**src/cmd_pkg.sv**
```systemverilog
`default_nettype none

package cmd_pkg;

    ////////////////////
    // stream word
    localparam int DATA_W = 32;                          // link word width
    localparam logic [DATA_W-1:0] FW_VERSION_DEFAULT = 32'h0003_0102;

    ////////////////////
    // command word
    typedef enum logic [4:0] {
        LOOPBACK = 5'd0,                                 // echo payload
        RD_REG   = 5'd1,                                 // return one register
        WR_REG   = 5'd2                                  // write one register
    } cmd_code_e;

    typedef struct packed {
        logic [26:0] unused;                             // ignored by the decoder
        cmd_code_e   code;                               // low five bits pick the handler
    } cmd_fields_t;

    typedef union packed {
        logic [DATA_W-1:0] raw;                          // echoed or inverted in replies
        cmd_fields_t       f;                            // decoded view
    } cmd_word_u;

    ////////////////////
    // register map
    typedef enum logic [2:0] {
        REG_CHANNEL_TAG  = 3'd0,
        REG_MUON_BURSTS  = 3'd1,
        REG_LASER_BURSTS = 3'd2,
        REG_PED_BURSTS   = 3'd3,
        REG_INIT_FILL    = 3'd4,
        REG_FILL_NUM     = 3'd5,                         // 5..7 read only
        REG_CH_ADDR      = 3'd6,
        REG_VERSION      = 3'd7
    } reg_addr_e;

    typedef struct packed {
        logic [DATA_W-1:0] data;
        logic              last;                         // final word of frame
    } rx_beat_t;

    ////////////////////
    // reply requests
    typedef enum logic [2:0] {
        CSN,                                             // latched serial number
        CMD,                                             // latched command word
        INV_CMD,                                         // error answer
        RX_DATA,                                         // current rx word
        REG_DATA                                         // register read data
    } reply_src_e;

    typedef struct packed {
        reply_src_e src;
        logic       last;
    } reply_req_t;

    typedef struct packed {
        logic [11:0] channel_tag;
        logic [22:0] muon_num_bursts;
        logic [22:0] laser_num_bursts;
        logic [22:0] ped_num_bursts;
        logic [23:0] initial_fill_num;
    } acq_config_t;

endpackage

`default_nettype wire

```
**src/register_block.sv**
```systemverilog
`timescale 1ns/1ps
`default_nettype none

module register_block #(
    parameter logic [cmd_pkg::DATA_W-1:0] FW_VERSION = cmd_pkg::FW_VERSION_DEFAULT
) (
    input  logic                        clk,
    input  logic                        reset,
    input  cmd_pkg::reg_addr_e          reg_addr,
    input  logic                        rd_en,
    input  logic                        wr_en,
    input  logic [cmd_pkg::DATA_W-1:0]  wr_data,
    output logic                        illegal_reg,
    output logic [cmd_pkg::DATA_W-1:0]  reg_rdata,
    input  logic [23:0]                 fill_num,
    input  logic [2:0]                  ch_addr,          // jumper pattern
    output cmd_pkg::acq_config_t        acq_config,
    output logic                        initial_fill_num_wr
);

    logic [2:0] ch_addr_q;                               // corrected channel address
    logic       wr_ok;

    assign illegal_reg = (reg_addr >= cmd_pkg::REG_FILL_NUM);    // status words read only
    assign wr_ok       = wr_en && !illegal_reg;

    ////////////////////
    // channel 3 jumpers are fitted as 110
    always_ff @(posedge clk) begin
        ch_addr_q <= (ch_addr == 3'b110) ? 3'b011 : ch_addr;
    end

    ////////////////////
    // writable settings, truncated to field width
    always_ff @(posedge clk) begin
        if (reset) begin
            acq_config          <= '0;
            initial_fill_num_wr <= 1'b0;
        end else begin
            initial_fill_num_wr <= wr_ok && (reg_addr == cmd_pkg::REG_INIT_FILL);
            if (wr_ok) begin
                case (reg_addr)
                    cmd_pkg::REG_CHANNEL_TAG:
                        acq_config.channel_tag      <= wr_data[11:0];
                    cmd_pkg::REG_MUON_BURSTS:
                        acq_config.muon_num_bursts  <= wr_data[22:0];
                    cmd_pkg::REG_LASER_BURSTS:
                        acq_config.laser_num_bursts <= wr_data[22:0];
                    cmd_pkg::REG_PED_BURSTS:
                        acq_config.ped_num_bursts   <= wr_data[22:0];
                    cmd_pkg::REG_INIT_FILL:
                        acq_config.initial_fill_num <= wr_data[23:0];
                    default: ;                           // read only, blocked above
                endcase
            end
        end
    end

    ////////////////////
    // read mux, holds between reads
    always_ff @(posedge clk) begin
        if (rd_en) begin
            case (reg_addr)
                cmd_pkg::REG_CHANNEL_TAG:  reg_rdata <= {20'b0, acq_config.channel_tag};
                cmd_pkg::REG_MUON_BURSTS:  reg_rdata <= {9'b0, acq_config.muon_num_bursts};
                cmd_pkg::REG_LASER_BURSTS: reg_rdata <= {9'b0, acq_config.laser_num_bursts};
                cmd_pkg::REG_PED_BURSTS:   reg_rdata <= {9'b0, acq_config.ped_num_bursts};
                cmd_pkg::REG_INIT_FILL:    reg_rdata <= {8'b0, acq_config.initial_fill_num};
                cmd_pkg::REG_FILL_NUM:     reg_rdata <= {8'b0, fill_num};
                cmd_pkg::REG_CH_ADDR:      reg_rdata <= {29'b0, ch_addr_q};
                default:                   reg_rdata <= FW_VERSION;
            endcase
        end
    end

endmodule

`default_nettype wire

```
**src/reply_out.sv**
```systemverilog
`timescale 1ns/1ps
`default_nettype none

module reply_out (
    input  logic                        clk,
    input  logic                        reset,
    input  cmd_pkg::reply_req_t         reply_req,
    input  logic                        reply_valid,
    output logic                        reply_ready,
    input  logic [cmd_pkg::DATA_W-1:0]  csn,
    input  cmd_pkg::cmd_word_u          cmd,
    input  logic [cmd_pkg::DATA_W-1:0]  rx_data,          // current rx word, loopback
    input  logic [cmd_pkg::DATA_W-1:0]  reg_rdata,
    output logic [cmd_pkg::DATA_W-1:0]  tx_data,
    output logic                        tx_tlast,
    output logic                        tx_tvalid,
    input  logic                        tx_tready
);

    logic [cmd_pkg::DATA_W-1:0] word_sel;

    // empty, or emptying this cycle
    assign reply_ready = !tx_tvalid || tx_tready;

    always_comb begin
        case (reply_req.src)
            cmd_pkg::CSN:      word_sel = csn;
            cmd_pkg::CMD:      word_sel = cmd.raw;
            cmd_pkg::INV_CMD:  word_sel = ~cmd.raw;      // error marker
            cmd_pkg::RX_DATA:  word_sel = rx_data;
            cmd_pkg::REG_DATA: word_sel = reg_rdata;
            default:           word_sel = '0;
        endcase
    end

    always_ff @(posedge clk) begin
        if (reset)
            tx_tvalid <= 1'b0;
        else if (reply_ready)
            tx_tvalid <= reply_valid;
    end

    // word and last held under back-pressure
    always_ff @(posedge clk) begin
        if (reply_valid && reply_ready) begin
            tx_data  <= word_sel;
            tx_tlast <= reply_req.last;
        end
    end

endmodule

`default_nettype wire

```
**src/cmd_dispatch.sv**
```systemverilog
`timescale 1ns/1ps
`default_nettype none

module cmd_dispatch (
    input  logic                        clk,
    input  logic                        reset,
    input  cmd_pkg::rx_beat_t           rx_beat,
    input  logic                        rx_tvalid,
    output logic                        rx_accept,
    output logic [cmd_pkg::DATA_W-1:0]  csn,
    output cmd_pkg::cmd_word_u          cmd,
    output logic                        start_loopback,
    output logic                        start_reg,
    input  logic                        handler_done,
    output cmd_pkg::reply_req_t         reply_req,
    output logic                        reply_valid,
    input  logic                        reply_ready,
    output logic                        idle
);

    typedef enum logic [2:0] {
        D_CSN, D_CMD, D_RUN, D_DRAIN, D_ERR_CSN, D_ERR_CMD
    } state_e;

    state_e state;
    cmd_pkg::cmd_word_u rx_cmd;                          // incoming word seen as a command

    assign rx_cmd.raw  = rx_beat.data;
    assign rx_accept   = !reset &&                       // nothing taken in reset
                         ((state == D_CSN) || (state == D_CMD) || (state == D_DRAIN));
    assign reply_valid = (state == D_ERR_CSN) || (state == D_ERR_CMD);
    assign idle        = (state == D_CSN);               // waiting for a new frame

    always_comb begin
        reply_req = '0;                                  // CSN, not last
        if (state == D_ERR_CMD) begin
            reply_req.src  = cmd_pkg::INV_CMD;
            reply_req.last = 1'b1;
        end
    end

    ////////////////////
    // serial number and command latches
    always_ff @(posedge clk) begin
        if (state == D_CSN && rx_tvalid) begin
            csn     <= rx_beat.data;
            cmd.raw <= '0;                               // short frame answers ~0
        end
        if (state == D_CMD && rx_tvalid)
            cmd.raw <= rx_beat.data;
    end

    ////////////////////
    // frame start fsm
    always_ff @(posedge clk) begin
        if (reset) begin
            state          <= D_CSN;
            start_loopback <= 1'b0;
            start_reg      <= 1'b0;
        end else begin
            start_loopback <= 1'b0;                      // strobes last one cycle
            start_reg      <= 1'b0;
            case (state)
                D_CSN: if (rx_tvalid)
                    state <= rx_beat.last ? D_ERR_CSN : D_CMD;
                D_CMD: if (rx_tvalid) begin
                    if (rx_beat.last) begin
                        state <= D_ERR_CSN;              // no payload, treat as unknown
                    end else begin
                        case (rx_cmd.f.code)
                            cmd_pkg::LOOPBACK: begin
                                start_loopback <= 1'b1;
                                state          <= D_RUN;
                            end
                            cmd_pkg::RD_REG, cmd_pkg::WR_REG: begin
                                start_reg <= 1'b1;
                                state     <= D_RUN;
                            end
                            default: state <= D_DRAIN;   // unknown code
                        endcase
                    end
                end
                D_RUN: if (handler_done)
                    state <= D_CSN;
                D_DRAIN: if (rx_tvalid && rx_beat.last)
                    state <= D_ERR_CSN;
                D_ERR_CSN: if (reply_ready)
                    state <= D_ERR_CMD;
                D_ERR_CMD: if (reply_ready)
                    state <= D_CSN;
                default: state <= D_CSN;
            endcase
        end
    end

endmodule

`default_nettype wire

```
**src/loopback_sm.sv**
```systemverilog
`timescale 1ns/1ps
`default_nettype none

module loopback_sm (
    input  logic                clk,
    input  logic                reset,
    input  logic                start,
    input  cmd_pkg::rx_beat_t   rx_beat,
    input  logic                rx_tvalid,
    output logic                rx_accept,
    output cmd_pkg::reply_req_t reply_req,
    output logic                reply_valid,
    input  logic                reply_ready,
    output logic                done
);

    typedef enum logic [1:0] {L_IDLE, L_CSN, L_CMD, L_DATA} state_e;

    state_e state;
    logic   req_xfer;

    // payload beat and its echo request move together
    assign rx_accept   = (state == L_DATA) && reply_ready;
    assign reply_valid = (state == L_CSN) || (state == L_CMD) ||
                         ((state == L_DATA) && rx_tvalid);
    assign req_xfer    = reply_valid && reply_ready;
    assign done        = (state == L_DATA) && req_xfer && rx_beat.last;

    always_comb begin
        reply_req = '0;
        case (state)
            L_CSN: reply_req.src = cmd_pkg::CSN;
            L_CMD: reply_req.src = cmd_pkg::CMD;
            L_DATA: begin
                reply_req.src  = cmd_pkg::RX_DATA;
                reply_req.last = rx_beat.last;           // copied from rx
            end
            default: reply_req = '0;
        endcase
    end

    always_ff @(posedge clk) begin
        if (reset) begin
            state <= L_IDLE;
        end else begin
            case (state)
                L_IDLE: if (start) state <= L_CSN;
                L_CSN:  if (req_xfer) state <= L_CMD;
                L_CMD:  if (req_xfer) state <= L_DATA;
                L_DATA: if (done) state <= L_IDLE;
                default: state <= L_IDLE;
            endcase
        end
    end

endmodule

`default_nettype wire

```
**src/reg_access_sm.sv**
```systemverilog
`timescale 1ns/1ps
`default_nettype none

module reg_access_sm (
    input  logic                        clk,
    input  logic                        reset,
    input  logic                        start,
    input  logic                        write,            // WR_REG, else RD_REG
    input  cmd_pkg::rx_beat_t           rx_beat,
    input  logic                        rx_tvalid,
    output logic                        rx_accept,
    output cmd_pkg::reg_addr_e          reg_addr,
    output logic                        rd_en,
    output logic                        wr_en,
    output logic [cmd_pkg::DATA_W-1:0]  wr_data,
    input  logic                        illegal_reg,      // target not writable
    output cmd_pkg::reply_req_t         reply_req,
    output logic                        reply_valid,
    input  logic                        reply_ready,
    output logic                        done
);

    typedef enum logic [2:0] {
        R_IDLE, R_ADDR, R_DATA, R_DRAIN, R_CSN, R_CMD, R_RDATA
    } state_e;

    state_e state;
    logic   err;                                         // answer with inverted command
    logic   addr_bad;

    assign addr_bad    = |rx_beat.data[cmd_pkg::DATA_W-1:3];   // only 0..7 exist
    assign rx_accept   = (state == R_ADDR) || (state == R_DATA) || (state == R_DRAIN);
    assign reply_valid = (state == R_CSN) || (state == R_CMD) || (state == R_RDATA);
    assign done        = reply_valid && reply_ready && reply_req.last;

    always_comb begin
        reply_req = '0;
        case (state)
            R_CSN: reply_req.src = cmd_pkg::CSN;
            R_CMD: begin
                reply_req.src  = err ? cmd_pkg::INV_CMD : cmd_pkg::CMD;
                reply_req.last = err || write;           // read still sends data
            end
            R_RDATA: begin
                reply_req.src  = cmd_pkg::REG_DATA;
                reply_req.last = 1'b1;
            end
            default: reply_req = '0;
        endcase
    end

    // address and write data
    always_ff @(posedge clk) begin
        if (state == R_ADDR && rx_tvalid)
            reg_addr <= cmd_pkg::reg_addr_e'(rx_beat.data[2:0]);
        if (state == R_DATA && rx_tvalid)
            wr_data <= rx_beat.data;
    end

    always_ff @(posedge clk) begin
        if (reset) begin
            state <= R_IDLE;
            err   <= 1'b0;
            rd_en <= 1'b0;
            wr_en <= 1'b0;
        end else begin
            rd_en <= 1'b0;
            wr_en <= 1'b0;
            case (state)
                R_IDLE: if (start) begin
                    err   <= 1'b0;
                    state <= R_ADDR;
                end
                R_ADDR: if (rx_tvalid) begin
                    err   <= addr_bad || (write && rx_beat.last);   // write needs data word
                    rd_en <= !write && !addr_bad;
                    if (rx_beat.last)
                        state <= R_CSN;
                    else
                        state <= write ? R_DATA : R_DRAIN;
                end
                R_DATA: if (rx_tvalid) begin
                    err   <= err || illegal_reg;
                    wr_en <= !(err || illegal_reg);      // single write pulse
                    state <= rx_beat.last ? R_CSN : R_DRAIN;
                end
                R_DRAIN: if (rx_tvalid && rx_beat.last)
                    state <= R_CSN;
                R_CSN: if (reply_ready)
                    state <= R_CMD;
                R_CMD: if (reply_ready)
                    state <= (err || write) ? R_IDLE : R_RDATA;
                R_RDATA: if (reply_ready)
                    state <= R_IDLE;
                default: state <= R_IDLE;
            endcase
        end
    end

endmodule

`default_nettype wire

```
**src/cmd_top.sv**
```systemverilog
`timescale 1ns/1ps
`default_nettype none

module cmd_top #(
    parameter logic [cmd_pkg::DATA_W-1:0] FW_VERSION = cmd_pkg::FW_VERSION_DEFAULT
) (
    input  logic                        clk,
    input  logic                        reset,
    input  cmd_pkg::rx_beat_t           rx_beat,
    input  logic                        rx_tvalid,
    output logic                        rx_tready,
    output logic [cmd_pkg::DATA_W-1:0]  tx_data,
    output logic                        tx_tlast,
    output logic                        tx_tvalid,
    input  logic                        tx_tready,
    input  logic [23:0]                 fill_num,
    input  logic [2:0]                  ch_addr,            // raw jumpers
    output cmd_pkg::acq_config_t        acq_config,
    output logic                        initial_fill_num_wr,
    output logic                        cmd_idle
);

    logic disp_accept, lb_accept, reg_accept;            // per owner rx accepts
    logic disp_valid, lb_valid, reg_valid;
    cmd_pkg::reply_req_t disp_req, lb_req, reg_req;
    cmd_pkg::reply_req_t reply_req;                      // merged request
    logic reply_valid, reply_ready;
    logic [cmd_pkg::DATA_W-1:0] csn;
    cmd_pkg::cmd_word_u cmd;
    logic start_loopback, start_reg, lb_done, reg_done;
    cmd_pkg::reg_addr_e reg_addr;
    logic rd_en, wr_en, illegal_reg;
    logic [cmd_pkg::DATA_W-1:0] wr_data, reg_rdata;

    ////////////////////
    // merge owners, only one is active at a time
    assign rx_tready   = disp_accept | lb_accept | reg_accept;
    assign reply_valid = disp_valid | lb_valid | reg_valid;
    assign reply_req   = cmd_pkg::reply_req_t'(disp_req | lb_req | reg_req);

    cmd_dispatch dispatch_i (
        .clk(clk), .reset(reset),
        .rx_beat(rx_beat), .rx_tvalid(rx_tvalid), .rx_accept(disp_accept),
        .csn(csn), .cmd(cmd),
        .start_loopback(start_loopback), .start_reg(start_reg),
        .handler_done(lb_done | reg_done),
        .reply_req(disp_req), .reply_valid(disp_valid), .reply_ready(reply_ready),
        .idle(cmd_idle)
    );

    loopback_sm loopback_i (
        .clk(clk), .reset(reset), .start(start_loopback),
        .rx_beat(rx_beat), .rx_tvalid(rx_tvalid), .rx_accept(lb_accept),
        .reply_req(lb_req), .reply_valid(lb_valid), .reply_ready(reply_ready),
        .done(lb_done)
    );

    reg_access_sm reg_access_i (
        .clk(clk), .reset(reset), .start(start_reg),
        .write(cmd.f.code == cmd_pkg::WR_REG),           // command stays latched while running
        .rx_beat(rx_beat), .rx_tvalid(rx_tvalid), .rx_accept(reg_accept),
        .reg_addr(reg_addr), .rd_en(rd_en), .wr_en(wr_en), .wr_data(wr_data),
        .illegal_reg(illegal_reg),
        .reply_req(reg_req), .reply_valid(reg_valid), .reply_ready(reply_ready),
        .done(reg_done)
    );

    register_block #(.FW_VERSION(FW_VERSION)) regs_i (
        .clk(clk), .reset(reset),
        .reg_addr(reg_addr), .rd_en(rd_en), .wr_en(wr_en), .wr_data(wr_data),
        .illegal_reg(illegal_reg), .reg_rdata(reg_rdata),
        .fill_num(fill_num), .ch_addr(ch_addr),
        .acq_config(acq_config), .initial_fill_num_wr(initial_fill_num_wr)
    );

    reply_out reply_i (
        .clk(clk), .reset(reset),
        .reply_req(reply_req), .reply_valid(reply_valid), .reply_ready(reply_ready),
        .csn(csn), .cmd(cmd), .rx_data(rx_beat.data), .reg_rdata(reg_rdata),
        .tx_data(tx_data), .tx_tlast(tx_tlast), .tx_tvalid(tx_tvalid),
        .tx_tready(tx_tready)
    );

endmodule

`default_nettype wire

```
**config.mk**
```make
export PLATFORM = sky130hd
export DESIGN_NAME = cmd_top
export DESIGN_NICKNAME = d
export VERILOG_FILES = /design/src/cmd_pkg.sv /design/src/register_block.sv /design/src/reply_out.sv /design/src/cmd_dispatch.sv /design/src/loopback_sm.sv /design/src/reg_access_sm.sv /design/src/cmd_top.sv
export SDC_FILE = /design/constraint.sdc
export NUM_CORES = 1
export LEC_CHECK = 0
export ABC_AREA = 0
export BUFFER_PORTS_ARGS = -buffer_cell sky130_fd_sc_hd__buf_2
export CORE_ASPECT_RATIO = 1.5
export CORE_MARGIN = 2
export CORE_UTILIZATION = 50
export DETAILED_ROUTE_END_ITERATION = 16
export HOLD_SLACK_MARGIN = 0.1
export PLACE_DENSITY = 0.68
export SLEW_MARGIN = 10
export SYNTH_ARGS = -nofsm -noshare
export SYNTH_HDL_FRONTEND = slang
export SYNTH_SLANG_ARGS = --single-unit
```
**constraint.sdc**
```tcl
create_clock -name clk -period 5.1 [get_ports clk]
set_input_delay 0.51 -clock clk [delete_from_list [all_inputs] [get_ports clk]]
set_output_delay 0.51 -clock clk [all_outputs]
set_load 0.02 [all_outputs]
```
### Word-level counts from Yosys, hierarchy flattened

Index checks and enable logic that the tools add are counted.

| operators by class | value |
|---|---|
| magnitude comparators | 1 |
| reduce and logical (&&, ||, !) cells | 60 |
| equality and inequality tests | 45 |
| mux-type cells | 40 |
| bitwise gates (word level) | 12 |

Operators by type and width:

| cell | number |
|---|---|
| one-hot mux 24 bit (7 select lines) | 1 |
| one-hot mux 32 bit (5 select lines) | 1 |
| 2-to-1 mux 32 bit | 2 |
| 2-to-1 mux 3 bit | 16 |
| NOT 32 bit | 1 |
| == test 3 bit (second input constant) | 10 |
| OR reduction 29 bit | 1 |
| == test 3 x 2 -> 1 bit (second input constant) | 8 |
| inequality test 2 bit (second input constant) | 12 |
| one-hot mux 3 bit (7 select lines) | 1 |
| logical AND 1 bit | 18 |
| one-hot mux 3 bit (6 select lines) | 1 |
| logical OR 1 bit | 13 |
| == test 3 x 1 -> 1 bit (second input constant) | 4 |
| logical NOT 3 bit | 4 |
| == test 5 x 2 -> 1 bit (second input constant) | 2 |
| 2-to-1 mux 2 bit | 5 |
| inequality test 2 x 1 -> 1 bit (second input constant) | 5 |
| AND reduction 2 bit | 5 |
| OR reduction 3 bit | 3 |
| 2-to-1 mux 1 bit | 8 |
| bitwise OR 4 bit | 2 |
| one-hot mux 2 bit (4 select lines) | 1 |
| AND reduction 4 bit | 2 |
| 19 further kinds | 32 |

| storage, ports and cells | value |
|---|---|
| bits in registers | 279 |

### Depth between registers and ports, before layout

Gate-level depths: netlist (run 1).

| depth | value |
|---|---|
| depth in word-level cells | 9 |
| gate-level depth with buffers | 9 |
| mapped depth without buffers | 7 |

### Modules after synthesis

Synthesis (run 1) repeated with hierarchy kept, for this count alone.

| second synthesis, totals | value |
|---|---|
| cell total of the unflattened synthesis | 1172 |
| area total of the unflattened synthesis | 12607.1 um^2 |

By module, submodules not included:

| module | instances | area each (um^2) | sequential area each (um^2) | cells an instance |
|---|---|---|---|---|
| register_block | 1 | 5774.3 | 2902.8 | 652 |
| cmd_dispatch | 1 | 2590.0 | 2021.9 | 150 |
| reply_out | 1 | 2313.5 | 1011.0 | 220 |
| reg_access_sm | 1 | 1646.6 | 1171.1 | 114 |
| loopback_sm | 1 | 226.5 | 40.0 | 27 |
| cmd_top | 1 | 56.3 | 0.0 | 9 |

### Worst setup path before layout (run 1)

Ideal clock, no wire load.

| path | value |
|---|---|
| path type | input-to-reg |
| start | in rx_tvalid |
| end | reg dispatch_i.csn[0] in the netlist's numbering (enable) |
| required time | 4.639 ns |
| cell stages on the path | 2 |
| arrival time | 2.825 ns |
| buffers on the path | 0 |
| path slack | 1.814 ns |
| cell sequence | nand2b_1 > nor3_1 |

| between the ends | value |
|---|---|
| word-level cells in the longest chain between the ends | 1 |

Ends and longest elaborated chain:

| element | line | text |
|---|---|---|
| start, declared | cmd_top.sv:10 | `input logic rx_tvalid,` |
| logical AND 1 bit | cmd_dispatch.sv:45 | `if (state == D_CSN && rx_tvalid) begin` |
| end signal, assigned | cmd_dispatch.sv:46 | `csn <= rx_beat.data;` |
| end, declared | cmd_dispatch.sv:10 | `output logic [cmd_pkg::DATA_W-1:0] csn,` |

Every way passes these cells.
A chain may end at the register's enable or synchronous reset.

### Worst setup path in the final report (run 1)

| path | value |
|---|---|
| start | reg reg_access_i.reg_addr[0] |
| end | reg, netlist name regs_i.acq_config[33] |

| between the ends | value |
|---|---|
| word-level cells in the longest chain between the ends | 4 |
| elaborated cells between the ends (all ways) | 5 |

Ends and longest elaborated chain:

| element | line | text |
|---|---|---|
| start, declared | reg_access_sm.sv:12 | `output cmd_pkg::reg_addr_e reg_addr,` |
| start signal, assigned | reg_access_sm.sv:55 | `reg_addr <= cmd_pkg::reg_addr_e'(rx_beat.data[2:0]);` |
| >= comparator 3 bit | register_block.sv:24 | `assign illegal_reg = (reg_addr >= cmd_pkg::REG_FILL_NUM);` |
| logical NOT 1 bit | register_block.sv:25 | `assign wr_ok = wr_en && !illegal_reg;` |
| logical AND 1 bit | register_block.sv:25 |  |
| AND reduction 2 bit (no line) (*) | -- |  |

Every way passes the cells marked *; elsewhere a longest branch is shown, timed or not.

==> summary.md, run 1 <==
| Metric | Value |
|---|---|
| DRT Pass-1 Iters | `5` |
| DRC | `0` |
| Synth cell count leaders | `nand2_1 (264), a21oi_1 (161), edfxtp_1 (148)` |
| Root Buffer | `clkbuf_16` |
| Setup violations, final | `0` |
| Core Box Area | `approximately 24,000 um2` |
| Setup slack, reg-to-reg | `between 2000 and 2500 ps` |
| Max reg flops | `around 110` |
| Maximum fanout along the worst path | `23` |
| Top reg by flops | `regs_i.acq_config` |
| Hold Fails Final Rpt | `0` |
| Area post-placement | `~13,000 um2` |
| Buffers added on ports | `about 210` |
| Die X | `130 um` |
| Final ANT Viol Nets | `0` |
| Initial Utilization | `roughly 51%` |
| Data required, critical path | `approximately 5500 ps` |
| Area of the die | `25,100 um2` |
| First-pass GRT wire length | `just over 50,000 um` |
| #FFs+latches synth | `271` |
| Synth cell types | `65` |
| Skew final | `about 15 ps` |
| Pre-CTS WS | `2100 ps` |
| GRT Util Overall | `26.1%` |
| Vias per cell | `slightly below 6` |
| H-tree levels | `1` |
| CTS tree | `built` |
| Antenna violations before repair | `0` |
| Insertion delay to the later sink of the worst-skew pair | `530 ps` |
| Total congestion overflow | `0` |
| Vias | `9,630` |
| Fmax achieved | `325 MHz` |
| Startpoint class of the critical path | `flop` |
| Initial DRC count | `655` |
| Layout net count | `1,371` |
| CTS max path bufs | `3` |
| Clk pin slew, worst setup/hold paths | `approximately 60 ps` |
| Headroom to the max-slew limit | `about 21%` |
| Io pins | `about 210` |
| Total Wirelength | `33,600 um` |
| N_diodes | `0` |
| Post-synth EDFFs | `between 100 and 150` |
| Cell accounting for the most synthesized area | `edfxtp_1` |
| Die height | `around 190 um` |
| Largest net degree at the start of global routing | `83` |
| RR Startpoint | `reg_access_i.reg_addr[0]` |
| Most frequent cell after synthesis | `nand2_1` |
| Slew Limit Fails | `0` |
| Critical path type | `flop to flop` |
| Worst r2r dst | `regs_i.acq_config[33]` |
| Leakage | `a little over 5 nW` |
| Min-delay worst type | `primary input to flop` |
| DR WL/cell | `about 20 um` |
| Vias in the first global route | `9,110` |
| Post-synth ARST share | `0%` |
| Cell Area, Synth | `approximately 12,000 um2` |
| Pwr/cell area | `about 420 nW/um2` |
| Unrepaired setup endpoints after global routing | `false` |
| Worst Setup EP | `regs_i.acq_config[33]` |
| Avg Inst Size Synth | `10.4 um2` |
| Largest cells by area after synthesis | `edfxtp_1 (37%), dfxtp_1 (21%), nand2_1 (8.3%)` |
| CTS sink cnt | `271` |
| Syn. warnings | `0` |
| Post-synth top area share | `between 30% and 40%` |
| Path depth of the worst reg2reg path | `5` |
| Post-route cell area | `approximately 14,000 um2` |
| Top_reg_cell synth | `edfxtp_1` |
| Share of cells above drive strength 1 | `between 20% and 30%` |
| Critical path endpoint category | `flop` |
| Total CTS buffers | `25` |
| IR drop worst, VDD | `0.000259 V` |
| Area growth syn-to-layout | `16.2%` |
| Post CTS Setup Buffer Count | `0` |
| Routability cong. | `slightly above 0.9` |
| Final period util | `around three fifths` |
| Synthesized instance count | `about 1,100` |
| Dpl hpwl | `22,800 um` |
| Setup TNS | `0 ps` |
| Critical path arrival | `between 3000 and 4000 ps` |
| Critical Path Source | `reg_access_i.reg_addr[0]` |
| Worst setup margin | `between 2000 and 2500 ps` |
| Syn_nets | `1,215` |
| Num rows | `69` |
| Final worst path period need | `a little over 3000 ps` |
| Seq/Total Area, Yosys | `58.0%` |
| Maxcap violations | `0` |
| Slew @ Worst Pin | `around 1200 ps` |
| Outcome | `complete, no violations` |
==> layer usage <==
layer / GRT usage, % / vias up / wire length (um)
li1: - / 4484 / -
met1: 35.3 / 4559 / 13500
met2: 42.8 / 507 / 16100
met3: 3.39 / 80 / 2680
met4: 10.3 / 0 / 1240
met5: 0 / - / 0
==> power breakdown <==
| part | internal, mW | switching, mW | leakage [nW] | total, mW |
|---|---|---|---|---|
| logic | 0.378 | 0.774 | 2.40 | 1.15 |
| registers | 2.57 | 0.109 | 2.38 | 2.68 |
| clock network | 1.16 | 0.816 | 0.408 | 1.97 |
==> layout make-up <==
class                   instances  area [um2]
multi-input cells             776        4510
flip-flops and latches        271        6910
clock buffers                  32         652
repair buffers                219        1140
fillers                      1997        9730
inverters                      10        37.5
well taps                     319         399
clock inverters                14         198
==> cell usage in the layout, fill, tap and decap left out, types with 6 or more instances in the layout <==
master       n
nand2_1    264
nor3_1      13
o211ai_1    12
clkbuf_1     7
a21oi_1    161
a22oi_1     15
clkbuf_16   25
inv_1        8
mux2i_1     30
o221ai_1     6
buf_2      204
a221oi_1    10
nor2b_1     11
a32oi_1     24
o22ai_1      7
edfxtp_1   148
mux2_2       6
a221oi_2    22
nor2_1      34
o21ai_1     23
dfxtp_1    123
o21ai_0     16
nor4_1       7
and2_1      34
nand2b_1    13
buf_4       14
==> logic make-up after synthesis <==
group	synth area share [%]
compound gates	18.4
xor+xnor	0.0735
fa+ha+maj	0.420
buf+inv	4.27
flops	58.0
mux	3.84
simple gates	15.0
==> what timing repair did <==
item	4_1_cts	5_1_grt
hold endpoints to repair	1	0
hold buffers	1	0
resized for setup	0	0
setup endpoints to repair	0	0
==> how the worst min path moves through the flow <==
| stage | from | to | slack (ps) | depth (start not counted) |
|---|---|---|---|---|
| floorplan | reg_access_i.wr_data[23] | regs_i.acq_config[23] | 470 | 2 |
| global placement | regs_i.acq_config[7] | regs_i.acq_config[7] | 460 | 2 |
| detailed placement | regs_i.acq_config[80] | regs_i.acq_config[80] | 460 | 2 |
| CTS | ch_addr[0] | regs_i.ch_addr_q[0] | 170 | 3 |
| global route | rx_beat[32] | dispatch_i.csn[31] | 190 | 1 |
| finish | ch_addr[0] | regs_i.ch_addr_q[0] | 180 | 3 |
==> worst max-delay path, cell delays in order (launching register included) <==
cell and delay, ps:
edfxtp_1 1000, inv_2 240, nor2_1 410, nand3_1 850
nand2_1 290, a21oi_1 100
==> per-stage QoR <==
step	std cells	util (%)	power (mW)	hold slack, ps
6_report	1641	58.7	5.81	184
5_1_grt	1641	58.7	6.05	191
4_1_cts	1641	58.7	5.84	172
3_5_place_dp	1594	55.1	3.87	460
3_3_place_gp	1594	55.1	3.85	456
2_1_floorplan	1147	-	3.55	471
No activity file was read; power rests on OpenSTA's default activity.
==> inputs of run 2 (changes only) <==
- PLACE_DENSITY: 0.68 -> 0.71
- clock period: 5.1 -> 2.5 ns (I/O delays scaled with it)
==> run 2 against run 1 <==
Net effect:
- wire length is 2.2% higher
- final cell count is 4.7% higher
- power up 110%
- critical endpoint is now reply_i.tx_data[1]
- largest cell class unchanged
- clock power rose by 110%
- combinational power increased by 120%
- hold slack worse by 51 ps
- clock skew is 1.2 ps lower
==> summary.md, run 2 (synthesis gave the netlist of run 1 again) <==
| Metric | Value |
|---|---|
| Total congestion overflow | `0 (unchanged)` |
| CTS tree | `built` |
| Setup TNS | `0 ps (unchanged)` |
| Area growth syn-to-layout | `22.7%` |
| Maxcap violations | `0 (unchanged)` |
| Non-filler instance count after layout | `1,718 (+4.7%)` |
| Vias in the first global route | `9,589 (+5.3%)` |
| Data required, critical path | `2750 ps (-2710 ps)` |
| Insertion delay to the later sink of the worst-skew pair | `530 ps (about the same)` |
| Worst setup margin | `180 ps (-1840 ps)` |
| Top Usage Layer GRT | `met2` |
| Pwr/cell area | `829 nW/um2 (+97%)` |
| Die height | `193 um (unchanged)` |
| Fmax achieved | `431 MHz (+33%)` |
| # fillers | `1,935 (-3.1%)` |
| Io pins | `206 (unchanged)` |
| Final period util | `92.8% (+32 points)` |
| Outcome | `complete, no violations` |
| Vias per cell | `5.81 (-1.1%)` |
| Unrepaired setup endpoints after global routing | `false` |
| Met2 global-route usage | `45.7% (+3.0 points)` |
| Critical path type | `flop to flop` |
| Maximum fanout along the worst path | `32 (+39%)` |
| Buffers added on ports | `205 (unchanged)` |
| First-pass GRT wire length | `52,600 um (+3.5%)` |
| GRT Util Overall | `26.9% (+0.74 points)` |
| Most frequent cells in the layout | `nand2_1 (264), buf_2 (204), a21oi_1 (161)` |
| Slew @ Worst Pin | `1180 ps (-9.96 ps)` |
| CTS sink cnt | `271 (unchanged)` |
| DR WL/cell | `20.0 um (-2.4%)` |
| Met3 Usage GRT | `3.37% (-0.028 points)` |
| Root Buffer | `clkbuf_16` |
| Skew final | `13.5 ps (-1.17 ps)` |
| Largest net degree at the start of global routing | `114 (+37%)` |
| DRT Pass-1 Iters | `6 (+1)` |
| Critical path endpoint category | `flop` |
| Critical path arrival | `2570 ps (-870 ps)` |
| Min-delay worst type | `primary input to flop` |
| Vias | `9,975 (+3.6%)` |
| Die X | `130 um (unchanged)` |
| Max reg flops | `105 (unchanged)` |
| Initial Utilization | `50.5% (unchanged)` |
| Top reg by flops | `regs_i.acq_config` |
| Total Wirelength | `34,300 um (+2.2%)` |
| M1 GR Usage | `35.4% (+0.099 points)` |
| Final worst path period need | `2320 ps (-756 ps)` |
| Num rows | `69 (unchanged)` |
| Share of cells above drive strength 1 | `24.0% (+1.2 points)` |
| Slew Limit Fails | `0 (unchanged)` |
| Final ANT Viol Nets | `0 (unchanged)` |
| Headroom to the max-slew limit | `21.4% (+0.69 points)` |
| H-tree levels | `1 (unchanged)` |
| Area of the die | `25,100 um2 (unchanged)` |
| CTS max path bufs | `3 (unchanged)` |
| Startpoint class of the critical path | `flop` |
| Total CTS buffers | `26 (+4.0%)` |
| Total power | `12.1 mW (+110%)` |
| Dpl hpwl | `23,500 um (+3.0%)` |
| Core Box Area | `23,600 um2 (unchanged)` |
| Layout net count | `1,447 (+5.5%)` |
| IR drop worst, VDD | `0.000619 V (+140%)` |
| Leakage | `5.56 nW (+7.1%)` |
| DRC | `0 (unchanged)` |
| Initial DRC count | `946 (+44%)` |
| Setup violations, final | `0 (unchanged)` |
| Antenna violations before repair | `0 (unchanged)` |
| Hold Fails Final Rpt | `0 (unchanged)` |
| Pre-CTS WS | `189 ps (-1910 ps)` |
| Routability cong. | `0.911 (+0.14%)` |
| Placed Instances | `1,625 (+1.9%)` |
| N_diodes | `0 (unchanged)` |
| Clk pin slew, worst setup/hold paths | `70 ps (about the same)` |
| Most common cell after layout, fill and taps aside | `nand2_1` |
[run 2: cell type report]
| cell class | count | area (um2) | share of cell area (%) |
|---|---|---|---|
| Clock buffer | 32 | 703 | 4.81 |
| Timing Repair Buffer | 294 | 1850 | 12.6 |
| Clock inverter | 16 | 195 | 1.34 |
| Sequential cell | 271 | 6910 | 47.3 |
| Inverter | 10 | 37.5 | 0.257 |
| Tap cell | 319 | 399 | 2.73 |
| Multi-Input combinational cell | 776 | 4530 | 31.0 |
[run 2: per-stage QoR]
step           utilization (%)  area [um2]  hold WS [ps]
3_5_place_dp              56.3       13300           389
5_1_grt                   62.0       14600           138
3_3_place_gp              56.3       13300           388
6_report                  62.0       14600           133
4_1_cts                   62.0       14600           105
2_1_floorplan                -       11900           327
[run 2: report_power, final]
group          leakage (nW)  internal [mW]  switching (mW)
clock network         0.427           2.42            1.70
logic                  2.75          0.880            1.63
registers              2.38           5.26           0.222
total                  5.56           8.56            3.55
[run 2: critical path, stage by stage, from the launching register on]
cell and delay [ps]:
dfxtp_1 380, inv_1 90, ha_1 260, nand4b_2 140, o311ai_2 120, a211o_4 550, a221oi_1 340, o21ai_0 140
[run 2: repair_timing]
item | 4_1_cts | 5_1_grt
hold buffers | 45 | 0
endpoints found under the hold margin | 96 | 0
buffers inserted | 0 | 0
resized for setup | 1 | 0
endpoints found under the setup margin | 1 | 0
[run 2: path summary, 6_finish.rpt]
kind | from | end | slack, ps | depth (start not counted)
max | loopback_i.state[0] | reply_i.tx_data[1] | 180 | 7
min | fill_num[23] | regs_i.reg_rdata[23] | 130 | 3
max reg2reg | loopback_i.state[0] | reply_i.tx_data[1] | 180 | 7
min reg2reg | regs_i.acq_config[83] | regs_i.acq_config[83] | 470 | 2
[run 2: layer usage]
metal | routed length (um) | up-vias
li1 | - | 4622
met1 | 13700 | 4775
met2 | 17000 | 510
met3 | 2550 | 68
met4 | 1040 | 0
met5 | 0 | -
